`src/source/rvPkg.sv`:
```
`default_nettype none

package rvPkg;

    localparam int Xlen = 32;
    localparam int RegAddrW = 5;

    // a0 in the ABI
    localparam logic [RegAddrW-1:0] A0Index = 5'd10;

    typedef enum logic [6:0] {
        opLoad   = 7'b0000011,
        opImm    = 7'b0010011,
        opStore  = 7'b0100011,
        opReg    = 7'b0110011,
        opBranch = 7'b1100011
    } opcodeE;

    typedef enum logic [3:0] {
        aluAdd = 4'd0,
        aluSub = 4'd1,
        aluAnd = 4'd2,
        aluOr  = 4'd3,
        aluSlt = 4'd4
    } aluOpE;

    typedef enum logic [1:0] {
        immI = 2'd0,
        immS = 2'd1,
        immB = 2'd2
    } immSrcE;

endpackage

`default_nettype wire

```
`src/source/programCounter.sv`:
```
`default_nettype none

module programCounter (
    input  logic                   clk,
    input  logic                   rstN,
    input  logic                   pcSrc,
    input  logic [rvPkg::Xlen-1:0] immOp,
    output logic [rvPkg::Xlen-1:0] pc
);
    import rvPkg::*;

    logic [Xlen-1:0] pcNext;

    // Branch target is relative to the branch itself
    assign pcNext = pcSrc ? pc + immOp : pc + Xlen'(4);

    always_ff @(posedge clk or negedge rstN) begin
        if (!rstN) begin
            pc <= '0;
        end else begin
            pc <= pcNext;
        end
    end

endmodule

`default_nettype wire

```
`config.mk`:
```
export PLATFORM = sky130hd
export DESIGN_NAME = programCounter
export DESIGN_NICKNAME = d
export VERILOG_FILES = /design/src/source/rvPkg.sv /design/src/source/programCounter.sv
export SDC_FILE = /design/constraint.sdc
export NUM_CORES = 1
export LEC_CHECK = 0
export BUFFER_PORTS_ARGS = -buffer_cell sky130_fd_sc_hd__buf_2
export CAP_MARGIN = 40
export CORE_MARGIN = 5
export CORE_UTILIZATION = 46
export CTS_CLUSTER_SIZE = 40
export DETAILED_ROUTE_END_ITERATION = 12
export PLACE_DENSITY = 0.81
export SYNTH_ARGS = -nofsm -noshare
export SYNTH_HDL_FRONTEND = slang
export SYNTH_SLANG_ARGS = --single-unit
export TNS_END_PERCENT = 5
```
`constraint.sdc`:
```
create_clock -name clk -period 2.7 [get_ports clk]
set_clock_uncertainty 0.2 [all_clocks]
set_input_delay 0.27 -clock clk [delete_from_list [all_inputs] [get_ports clk]]
set_output_delay 0.27 -clock clk [all_outputs]
set_load 0.02 [all_outputs]
```
* Yosys cells after proc, flatten, opt, wreduce, memory -nomap -nowiden
Cells that the tools add are included.
** Storage, ports and cells
- Bits in registers :: 32
- Input port bits :: 35
- Output and inout port bits :: 32
- Logic and storage cells :: 4
** Operators by class
- $add $sub $neg :: 2
- Muxes and demuxes :: 1
** Operator list (number)
- 32-bit by 3-bit adder with 32-bit output (second input constant) :: 1
- 32-bit adder :: 1
- 32-bit 2-to-1 mux :: 1

* Logic depth before layout (Yosys ltp)
Gate-level depths: netlist of run 1.
- Word-level depth :: 2
- Mapped depth :: 12
- Depth with buffers taken out :: 12

* Least setup slack after synthesis of run 1
Ideal clock, no wire load.
- Path kind :: register to register
- Start :: register pc[0] in the netlist's numbering
- End :: register pc[28] in the netlist's numbering
- Library setup time :: 0.137 ns
- Data arrival time :: 2.400 ns
- Data required time :: 2.363 ns
- Setup slack :: -0.037 ns
- Cell stages (with the launch flop) :: 13
- Path buffers :: 0
- Period minus slack after synthesis :: 2.737 ns
- Cells stage by stage :: dfrtp_1 ha_1 inv_1 fa_1 nor2b_4 o31ai_2 a311oi_2 nor2_2 o21ai_4 a211oi_2 o21ai_2 xnor2_1 mux2i_1
** Between the ends
- Longest elaborated chain between the ends :: 2
- Elaborated cells on any way between the ends :: 3
- Those cells by class :: add/sub: 2; mux: 1
** Ends and longest elaborated chain
- from (decl) :: RTL line programCounter.sv:8 : output logic [rvPkg::Xlen-1:0] pc
- from (signal assigned) :: RTL line programCounter.sv:21 : pc <= pcNext;
- 32-bit by 3-bit adder with 32-bit output or 32-bit adder (tied branches) :: RTL line programCounter.sv:15 : assign pcNext = pcSrc ? pc + immOp : pc + Xlen'(4);
- 32-bit 2-to-1 mux * :: RTL line programCounter.sv:15
- named net pcNext[28] :: RTL line programCounter.sv:12 : logic [Xlen-1:0] pcNext;
Mark *: on every way through the listed nets, which the timed path passes. The rest lies on a longest branch.

* Worst setup path in the final report of run 1
- Start :: register pc[8] in the netlist's numbering
- End :: register pc[31] in the netlist's numbering
The elaborated chain is that of the path after synthesis.

==> flow_summary_export.csv, run 1 <==
group,metric,value,unit
critical_path,slowest_delay,0.38,ns
floorplan,die-area,9073,um^2
synth,netlist.area_leader.share,23.95,%
synth,yosysMostFrequentCell,"a21oi_1",
clock_network,worstSkewPairLatency,0.29,ns
final_layout,largest_register_ffs,32,
floorplan,boundaryPins,67,
placement,place_hpwl,6957,um
detailed_routing,dr_total_vias,3345,
critical_path,start_kind,"flip-flop",
critical_path,crit_path_max_fanout,5,
synth,synth_area_leader_cell,"dfrtp_1",
detailed_routing,drt_iter0_drc,208,
power_and_ir_drop,pwr-share-seq,17.7,%
floorplan,die_h,95.25,um
synth,syn-num-nets,470,
sta,max_slew_margin,46.09,%
synth,yosys_warnings,0,
detailed_routing,first_pass_iters,5,
clock_network,cts_sinks,32,
clock_network,clock_path_buffers,2,
placement,port_buffers,66,
power_and_ir_drop,pwr-share-comb,74.8,%
sta,slew_violations,0,
critical_path,crit_required,2.67,ns
flow_run,drv_cap,0,
synth,synthCells,402,
sta,period_share,97.52,%
synth,synth_seq_cells,32,
floorplan,initial_utilization,46.59,%
clock_network,htree_num_levels,2,
clock_network,path_clk_slew,0.07,ns
final_layout,drive_gt1_share,28.51,%
critical_path,cp_cell_sequence,"ha_1 > and2_2 > a32o_2 > o21ai_2 > nand2_2 > a21oi_4 > nor3_1 > o311a_1 > xnor2_1",
global_routing,grt_first_pass_wirelength,15010,um
final_layout,top_register,"pc",
detailed_routing,wl_met1,3901,um
floorplan,core,7176,um^2
detailed_routing,wl_per_cell,15.18,um
detailed_routing,antenna_left,0,
clock_network,cts_buffers,5,
detailed_routing,top_layer,"met4",
detailed_routing,via_per_inst,5.603,
global_routing,grt_start_max_net_pins,63,
synth,yosys-top-cells-area,"dfrtp_1 (24%), ha_1 (12%), xnor2_1 (8.6%)",
floorplan,num_rows,31,
detailed_routing,drc,0,
synth,synth_commonest_cells,"a21oi_1 (44), nor2_1 (43), nand2_1 (38)",
global_routing,grt_antenna_before_repair,0,
detailed_routing,wl_met2,4393,um
sta,hold-worst-slack,0.1391,ns
synth,yosysSeqAreaShare,23.95,%
outcome,status,"complete, no violations",
critical_path,crit_buf_inv,0,
power_and_ir_drop,p_leak,1.849,nW
critical_path,critPathTopFamily,"compound AO/OA/AOI/OAI gates",
placement,place_congestion,0.9215,
power_and_ir_drop,vdd_drop_max,0.6183,mV
power_and_ir_drop,power,5.390,mW
detailed_routing,wl_met3,574,um
clock_network,tritoncts,"built",
detailed_routing,routed_wl,9060,um
synth,async_flop_share,100.0,%
sta,finalHoldViolCount,0,
synth,ys.flop_type,"dfrtp_1",
final_layout,fill_cells,641,
sta,grt_setup_unrepaired,"yes",
clock_network,root_buffer,"clkbuf_8",
synth,synth.cell_area,3343,um^2
synth,avgSynthCellArea,8.316,um^2
min_path,hp-class,"input port to flip-flop",
power_and_ir_drop,power_switching,2.685,mW
critical_path,cp.arrival,2.60,ns
sta,worst_pin_slew,0.8087,ns
sta,setup-violations-final,0,
final_layout,reg_top3,"pc: 32 flops",
global_routing,grt-ovfl-total,0,
global_routing,grt_pass1_vias,3318,
final_layout,antenna_cells,0,
power_and_ir_drop,switching_share,49.82,%
critical_path,critPathKind,"flip-flop to flip-flop",
final_layout,finalNetCount,565,
synth,synth_edf_count,0,
floorplan,die_w,95.25,um
power_and_ir_drop,intPower,2.704,mW
power_and_ir_drop,pwr-share-clk,7.4,%
sta,period_needed,2.633,ns
critical_path,crit_slowest_cell,"dfrtp_1",
global_routing,grt_usage,20.65,%
final_layout,areaGrowthSynthToFinish,23.62,%
synth,yosysUniqueCellTypes,69,
sta,fmax,0.3798,GHz
power_and_ir_drop,power_density,1304,nW/um^2
critical_path,setup.worst_path.end_class,"flip-flop",
## power by group through the flow
stage               logic, mW  clock network [mW]  registers (mW)
finish                   4.03               0.401           0.956
global route             4.45               0.433           0.992
CTS                      3.94               0.414           0.953
detailed placement       3.87                   0           0.960
global placement         3.77                   0           0.942
floorplan                2.39                   0            1.32
## worst min-delay path, delay by kind of cell
kind,cells,cell delay (ns)
buf+inv,1,0.08
fa+ha+maj,1,0.11
mux,1,0.13
## stage by stage
| stage | instance area [um^2] | util, % | std cells | TNS [ns] | setup slack (ns) |
|---|---|---|---|---|---|
| 6_report | 4133 | 57.59 | 597 | 0 | 0.06699 |
| 5_1_grt | 4133 | 57.59 | 597 | -0.3320 | -0.07922 |
| 4_1_cts | 4096 | 57.09 | 597 | 0 | 0.05005 |
| 3_5_place_dp | 3970 | 55.33 | 587 | -0.1175 | -0.06935 |
| 3_3_place_gp | 3970 | 55.33 | 587 | -0.008197 | -0.007794 |
| 2_1_floorplan | 3344 | - | 402 | 0 | 0.02466 |
## cells in the final DEF, fill, tap and decap left out, drive strengths merged, types with 2 or more instances in the layout
master,instances
or3,2
mux2,2
o21ai,20
buf,98
ha,32
nand2,39
a31oi,6
nand4b,2
a211oi,2
a21boi,2
nor2b,4
nand4,9
dfrtp,32
o31ai,2
a21o,14
a211o,2
and2,3
and4,4
clkbuf,8
o21a,6
inv,9
nor2,45
mux2i,3
a21oi,47
and3,5
nor3,7
xnor2,33
nor4,2
xor2,20
a2bb2oi,2
nand3,15
nand2b,3
## area by class of cell
class                      instances  area (um^2)  area share [%]
tap                               99        123.9           2.997
timing repair buffer              99        580.6           14.05
multi-input combinational        350         2502           60.55
clock buffer                       8        90.09           2.180
inverter                           9        33.78          0.8174
sequential                        32        802.0           19.41
## what timing repair did
item	CTS	global route
endpoints found under the hold margin	32	0
setup buffers	1	0
pin swaps	3	2
setup endpoints to repair	4	11
resized for setup	3	8
hold buffers	1	0
## logic make-up after synthesis
group           after synthesis  share of synthesized area (%)
buf+inv                      20                          2.844
fa+ha+maj                    33                          12.57
xor+xnor                     53                          13.88
simple gates                145                          21.63
mux                           5                          1.572
compound gates              114                          23.54
flops                        32                          23.95
## path summary, 6_finish.rpt
check	slack (ns)	start	cells after the start	to
min reg2reg	0.28	pc[31]	1	pc[31]
min in group asynchronous	0.40	rstN	2	pc[27]
max in group asynchronous	1.33	rstN	2	pc[0]
max	0.07	pc[8]	9	pc[31]
min	0.14	immOp[0]	3	pc[0]
max reg2reg	0.07	pc[8]	9	pc[31]
## routing by layer
layer	track usage (%)	up-vias
li1	-	1638
met1	26.57	1574
met2	35.57	118
met3	2.999	15
met4	6.370	0
met5	0	-
Power figures use the tool's default switching activity.
==> run 2, diff against run 1 <==
--- a/config.mk
+++ b/config.mk
@@ -5,13 +5,13 @@
 export SDC_FILE = /design/constraint.sdc
 export NUM_CORES = 1
 export LEC_CHECK = 0
-export BUFFER_PORTS_ARGS = -buffer_cell sky130_fd_sc_hd__buf_2
 export CAP_MARGIN = 40
 export CORE_MARGIN = 5
 export CORE_UTILIZATION = 46
 export CTS_CLUSTER_SIZE = 40
 export DETAILED_ROUTE_END_ITERATION = 12
-export PLACE_DENSITY = 0.81
+export DONT_BUFFER_PORTS = 1
+export PLACE_DENSITY = 0.73
 export SYNTH_ARGS = -nofsm -noshare
 export SYNTH_HDL_FRONTEND = slang
 export SYNTH_SLANG_ARGS = --single-unit
==> flow_summary_export.csv, run 2 (same netlist as run 1, synthesis figures left out) <==
group,metric,value,unit
sta,worst_pin_slew,0.3909,ns
power_and_ir_drop,power_switching,2.675,mW
critical_path,critPathTopFamily,"compound AO/OA/AOI/OAI gates",
clock_network,path_clk_slew,0.08,ns
power_and_ir_drop,switching_share,49.78,%
sta,grt_setup_unrepaired,"yes",
clock_network,clock_path_buffers,2,
power_and_ir_drop,vdd_drop_max,0.5737,mV
power_and_ir_drop,intPower,2.699,mW
floorplan,core,7176,um^2
final_layout,antenna_cells,0,
sta,period_needed,2.674,ns
final_layout,finalNetCount,517,
placement,place_congestion,0.8820,
critical_path,cp_cell_sequence,"ha_4 > inv_2 > fa_2 > nor2b_4 > o31ai_4 > a311oi_2 > nor2_2 > o21ai_4 > buf_4 > a2111oi_2 > xor2_1 > a21oi_1",
detailed_routing,top_layer,"met4",
sta,period_share,99.05,%
global_routing,grt_start_max_net_pins,55,
floorplan,die_w,95.25,um
clock_network,root_buffer,"clkbuf_8",
critical_path,setup.worst_path.end_class,"flip-flop",
detailed_routing,routed_wl,9032,um
power_and_ir_drop,pwr-share-seq,16.9,%
power_and_ir_drop,pwr-share-comb,75.7,%
final_layout,largest_register_ffs,32,
clock_network,cts_buffers,5,
final_layout,areaGrowthSynthToFinish,19.50,%
final_layout,reg_top3,"pc: 32 flops",
critical_path,start_kind,"flip-flop",
power_and_ir_drop,p_leak,1.697,nW
placement,place_hpwl,6926,um
critical_path,crit_buf_inv,2,
power_and_ir_drop,power_density,1345,nW/um^2
critical_path,cp.arrival,2.64,ns
detailed_routing,wl_met1,3859,um
sta,max_slew_margin,73.85,%
clock_network,htree_num_levels,2,
min_path,hp-class,"input port to flip-flop",
detailed_routing,wl_per_cell,16.45,um
global_routing,grt-ovfl-total,0,
critical_path,crit_slowest_cell,"dfrtp_2",
critical_path,slowest_delay,0.42,ns
critical_path,cp.depth,12,
global_routing,grt_first_pass_wirelength,14880,um
detailed_routing,via_per_inst,5.780,
final_layout,top_register,"pc",
final_layout,final_cell_mix,"buf_4 (48), nor2_1 (43), a21oi_1 (41)",
critical_path,ff2ff_path_depth,12,
sta,fmax,0.3739,GHz
final_layout,drive_gt1_share,22.67,%
floorplan,num_rows,31,
final_layout,multi_input_area,2532,um^2
floorplan,initial_utilization,46.59,%
critical_path,crit_required,2.67,ns
min_path,hold_depth,3,
placement,port_buffers,0,
floorplan,die_h,95.25,um
detailed_routing,dr_total_vias,3173,
global_routing,grt_antenna_before_repair,0,
power_and_ir_drop,pwr-share-clk,7.4,%
outcome,status,"complete, no violations",
detailed_routing,drt_iter0_drc,141,
sta,setup-violations-final,0,
critical_path,crit_path_max_fanout,5,
final_layout,fill_cells,653,
global_routing,grt_pass1_vias,3159,
detailed_routing,drc,0,
global_routing,grt_usage,20.45,%
detailed_routing,wl_met3,572,um
final_layout,mostFrequentLayoutCell,"buf_4",
sta,slew_violations,0,
clock_network,worstSkewPairLatency,0.29,ns
clock_network,tritoncts,"built",
critical_path,critPathKind,"flip-flop to flip-flop",
detailed_routing,antenna_left,0,
floorplan,boundaryPins,67,
final_layout,ff_latch_area,802.0,um^2
flow_run,drv_cap,0,
floorplan,die-area,9073,um^2
detailed_routing,first_pass_iters,5,
sta,finalHoldViolCount,0,
sta,hold-worst-slack,0.01516,ns
detailed_routing,wl_met2,4356,um
sta,fin_tns_setup,0,ns
clock_network,cts_sinks,32,
==> run 2: cell count changes in the layout (fill, tap and decap cells not counted), moves of 2 or more <==
cell	before	now
buf_12	0	2
buf_2	66	0
a21oi_1	43	41
ha_1	32	30
clkinv_2	0	2
clkbuf_1	2	0
buf_4	32	48
ha_4	0	2
a21oi_2	3	6
==> run 2: layout make-up <==
type,instances,area share (%)
inverters,9,0.8456
clock inverters,2,0.2505
multi-input cells,350,63.39
well taps,99,3.101
flip-flops and latches,32,20.08
clock buffers,6,2.067
repair buffers,51,10.27
==> run 2: metrics by stage <==
| stage | cells | util (%) | total power [mW] | instance area [um^2] | setup WS [ns] |
|---|---|---|---|---|---|
| floorplan | 402 | - | 3.714 | 3344 | 0.02466 |
| finish | 549 | 55.68 | 5.373 | 3995 | 0.02564 |
| CTS | 547 | 54.28 | 5.207 | 3895 | 0.01623 |
| global route | 549 | 55.68 | 5.834 | 3995 | -0.08846 |
| global placement | 536 | 52.29 | 4.655 | 3752 | 0.03539 |
| detailed placement | 536 | 52.29 | 4.747 | 3752 | -0.04210 |
==> run 2: final timing paths <==
| check | endpoint | slack (ns) | start |
|---|---|---|---|
| min reg2reg | pc[31] | 0.43 | pc[31] |
| max | pc[18] | 0.03 | pc[0] |
| min | pc[29] | 0.02 | pcSrc |
| max in group asynchronous | pc[0] | 1.89 | rstN |
| min in group asynchronous | pc[27] | 0.21 | rstN |
| max reg2reg | pc[18] | 0.03 | pc[0] |
==> run 2: layer usage <==
metal,vias to the layer above,GRT usage (%)
met4,0,6.611
met3,23,4.578
met5,-,0
met1,1507,26.41
met2,91,33.76
li1,1552,-
==> run 2: worst reg2reg max path, delay by kind of cell (launching register included) <==
| family | cells | cell delay, ns |
|---|---|---|
| AND/OR/NAND/NOR | 2 | 0.30 |
| buffers and inverters | 2 | 0.21 |
| adder cells (fa/ha/maj) | 2 | 0.39 |
| flip-flops | 1 | 0.42 |
| XOR/XNOR | 1 | 0.18 |
| AO/OA/AOI/OAI | 5 | 0.86 |
==> run 2: repair_timing <==
item                                    4_1_cts  5_1_grt
endpoints found under the setup margin        3       13
resized for setup                             0       17
hold endpoints to repair                     62        0
hold buffers                                  3        0
pin swaps                                     2        8
cloned                                        0        0
setup buffers                                 0        2
==> run 2: power groups by stage <==
stage	Sequential (mW)	Clock, mW	Combinational [mW]
after detailed placement	0.910	0	3.84
after global routing	0.946	0.437	4.45
after CTS	0.904	0.412	3.89
final	0.909	0.399	4.07
after floorplan	1.32	0	2.39
after global placement	0.897	0	3.76
==> run 3, diff against run 2 <==
--- a/config.mk
+++ b/config.mk
@@ -6,7 +6,7 @@
 export NUM_CORES = 1
 export LEC_CHECK = 0
 export CAP_MARGIN = 40
-export CORE_MARGIN = 5
+export CORE_ASPECT_RATIO = 2
 export CORE_UTILIZATION = 46
 export CTS_CLUSTER_SIZE = 40
 export DETAILED_ROUTE_END_ITERATION = 12
==> flow_summary_export.csv, run 3 (same netlist as run 1, synthesis figures left out) <==
group,metric,value,unit
critical_path,rr_startpoint,"pc[0]",
floorplan,die_h,122.6,um
min_path,hold-path-endpoint,"pc[29]",
global_routing,grt_usage,27.13,%
final_layout,reg_top3,"pc: 32 flops",
clock_network,clock_path_buffers,2,
placement,port_buffers,0,
sta,hold-worst-slack,0.01968,ns
min_path,hold_depth,3,
sta,fmax,0.3722,GHz
power_and_ir_drop,p_leak,1.721,nW
placement,place_congestion,0.8708,
detailed_routing,routed_wl,9744,um
final_layout,fin_area,4025,um^2
final_layout,largest_register_ffs,32,
critical_path,cp.arrival,2.65,ns
global_routing,grt_start_max_net_pins,55,
power_and_ir_drop,pwr-share-comb,73.0,%
power_and_ir_drop,switching_share,48.81,%
final_layout,final_cell_mix,"buf_4 (50), nor2_1 (43), a21oi_1 (42)",
final_layout,top_register,"pc",
clock_network,cts_buffers,5,
clock_network,worstSkewPairLatency,0.29,ns
clock_network,cts_sinks,32,
critical_path,critPathKind,"flip-flop to flip-flop",
critical_path,slowest_delay,0.39,ns
power_and_ir_drop,power_switching,2.727,mW
sta,finalHoldViolCount,0,
clock_network,htree_num_levels,2,
critical_path,ff2ff_path_depth,12,
min_path,min_from,"pcSrc",
critical_path,setup.worst_path.end_class,"flip-flop",
final_layout,finalNetCount,519,
floorplan,initial_utilization,47.80,%
critical_path,crit_buf_inv,1,
power_and_ir_drop,pwr-share-seq,16.5,%
floorplan,num_rows,43,
detailed_routing,antenna_left,0,
sta,grt_setup_unrepaired,"yes",
critical_path,crit_required,2.66,ns
power_and_ir_drop,power_density,1388,nW/um^2
global_routing,grt_pass1_vias,3436,
power_and_ir_drop,pwr-share-clk,10.4,%
global_routing,grt_antenna_before_repair,0,
critical_path,critPathTopFamily,"compound AO/OA/AOI/OAI gates",
sta,slew_violations,0,
sta,setup-violations-final,0,
sta,max_slew_margin,74.00,%
placement,place_hpwl,7423,um
floorplan,boundaryPins,67,
final_layout,antenna_cells,0,
critical_path,rrSetupSlack,0.01,ns
floorplan,die-area,7633,um^2
sta,period_needed,2.687,ns
detailed_routing,drc,0,
power_and_ir_drop,intPower,2.859,mW
critical_path,crit_path_max_fanout,5,
detailed_routing,wl_per_cell,17.98,um
power_and_ir_drop,vdd_drop_max,0.5941,mV
flow_run,drv_cap,0,
critical_path,timing.rr.end,"pc[30]",
outcome,status,"complete, no violations",
critical_path,cp_cell_sequence,"ha_4 > inv_2 > fa_2 > nor2b_4 > o31ai_4 > a311oi_2 > nor2_2 > o21ai_4 > a31oi_4 > o21ai_2 > xnor2_1 > a21oi_1",
clock_network,root_buffer,"clkbuf_16",
clock_network,path_clk_slew,0.06,ns
final_layout,areaGrowthSynthToFinish,20.40,%
clock_network,tritoncts,"built",
detailed_routing,first_pass_iters,4,
final_layout,fill_cells,633,
detailed_routing,via_per_inst,5.987,
floorplan,die_w,62.28,um
critical_path,crit_slowest_cell,"dfrtp_2",
placement,place_area,3749,um^2
floorplan,core,6994,um^2
critical_path,start_kind,"flip-flop",
min_path,hp-class,"input port to flip-flop",
sta,period_share,99.50,%
global_routing,grt-ovfl-total,0,
global_routing,grt_first_pass_wirelength,16030,um
final_layout,mostFrequentLayoutCell,"buf_4",
sta,worst_pin_slew,0.3851,ns
final_layout,drive_gt1_share,21.68,%
detailed_routing,dr_total_vias,3245,
detailed_routing,drt_iter0_drc,168,
-- run 3: per-stage QoR --
stage,std cells,util (%),setup TNS (ns),setup WS (ns),total power [mW]
floorplan,402,-,0,0.02466,3.714
global placement,528,53.60,-0.08370,-0.04271,4.691
detailed placement,528,53.60,-0.6589,-0.1568,4.790
CTS,542,57.07,0,0.002054,5.501
global route,542,57.55,-0.6129,-0.1249,6.030
finish,542,57.55,0,0.01344,5.586
-- run 3: layout make-up --
cell class | count | area [um^2] | area share (%)
Multi-Input combinational cell | 350 | 2505 | 62.23
Sequential cell | 32 | 802.0 | 19.93
Timing Repair Buffer | 53 | 425.4 | 10.57
Clock buffer | 8 | 146.4 | 3.637
Tap cell | 90 | 112.6 | 2.798
Inverter | 9 | 33.78 | 0.8393
-- run 3: worst max-delay path by stage --
stage	slack, ns	endpoint	depth (start not counted)	startpoint
4_1_cts	0.002	pc[28]	12	pc[0]
6_report	0.01	pc[30]	12	pc[0]
2_1_floorplan	0.02	pc[28]	12	pc[0]
3_5_place_dp	-0.16	pc[28]	12	pc[0]
3_3_place_gp	-0.04	pc[28]	12	pc[0]
5_1_grt	-0.12	pc[28]	12	pc[0]
-- run 3: repair_timing --
action                     CTS  global route
setup endpoints to repair    8            12
hold endpoints to repair    62             0
pin swaps                    6             5
resized for setup            4             7
hold buffers                 3             0
buffers inserted             3             0
-- run 3: power groups by stage --
stage	Combinational, mW	Clock [mW]	Sequential, mW
floorplan	2.39	0	1.32
global placement	3.79	0	0.904
detailed placement	3.87	0	0.922
CTS	3.98	0.599	0.919
global route	4.46	0.616	0.951
finish	4.08	0.582	0.924
-- run 3: worst register-to-register path, cell delays in order, from the launching register on --
cell,delay (ns)
dfrtp_2,0.39
ha_4,0.14
inv_2,0.04
fa_2,0.38
nor2b_4,0.16
o31ai_4,0.08
a311oi_2,0.31
nor2_2,0.11
o21ai_4,0.25
a31oi_4,0.15
o21ai_2,0.14
xnor2_1,0.13
a21oi_1,0.08
-- run 3: per-layer routing --
metal | vias to the layer above | share of wire, % | global-route usage (%)
met5 | - | 0 | 0
met4 | 0 | 8.0 | 22.67
met3 | 52 | 3.9 | 4.368
met2 | 109 | 55 | 51.65
met1 | 1525 | 33 | 24.68
li1 | 1559 | - | -
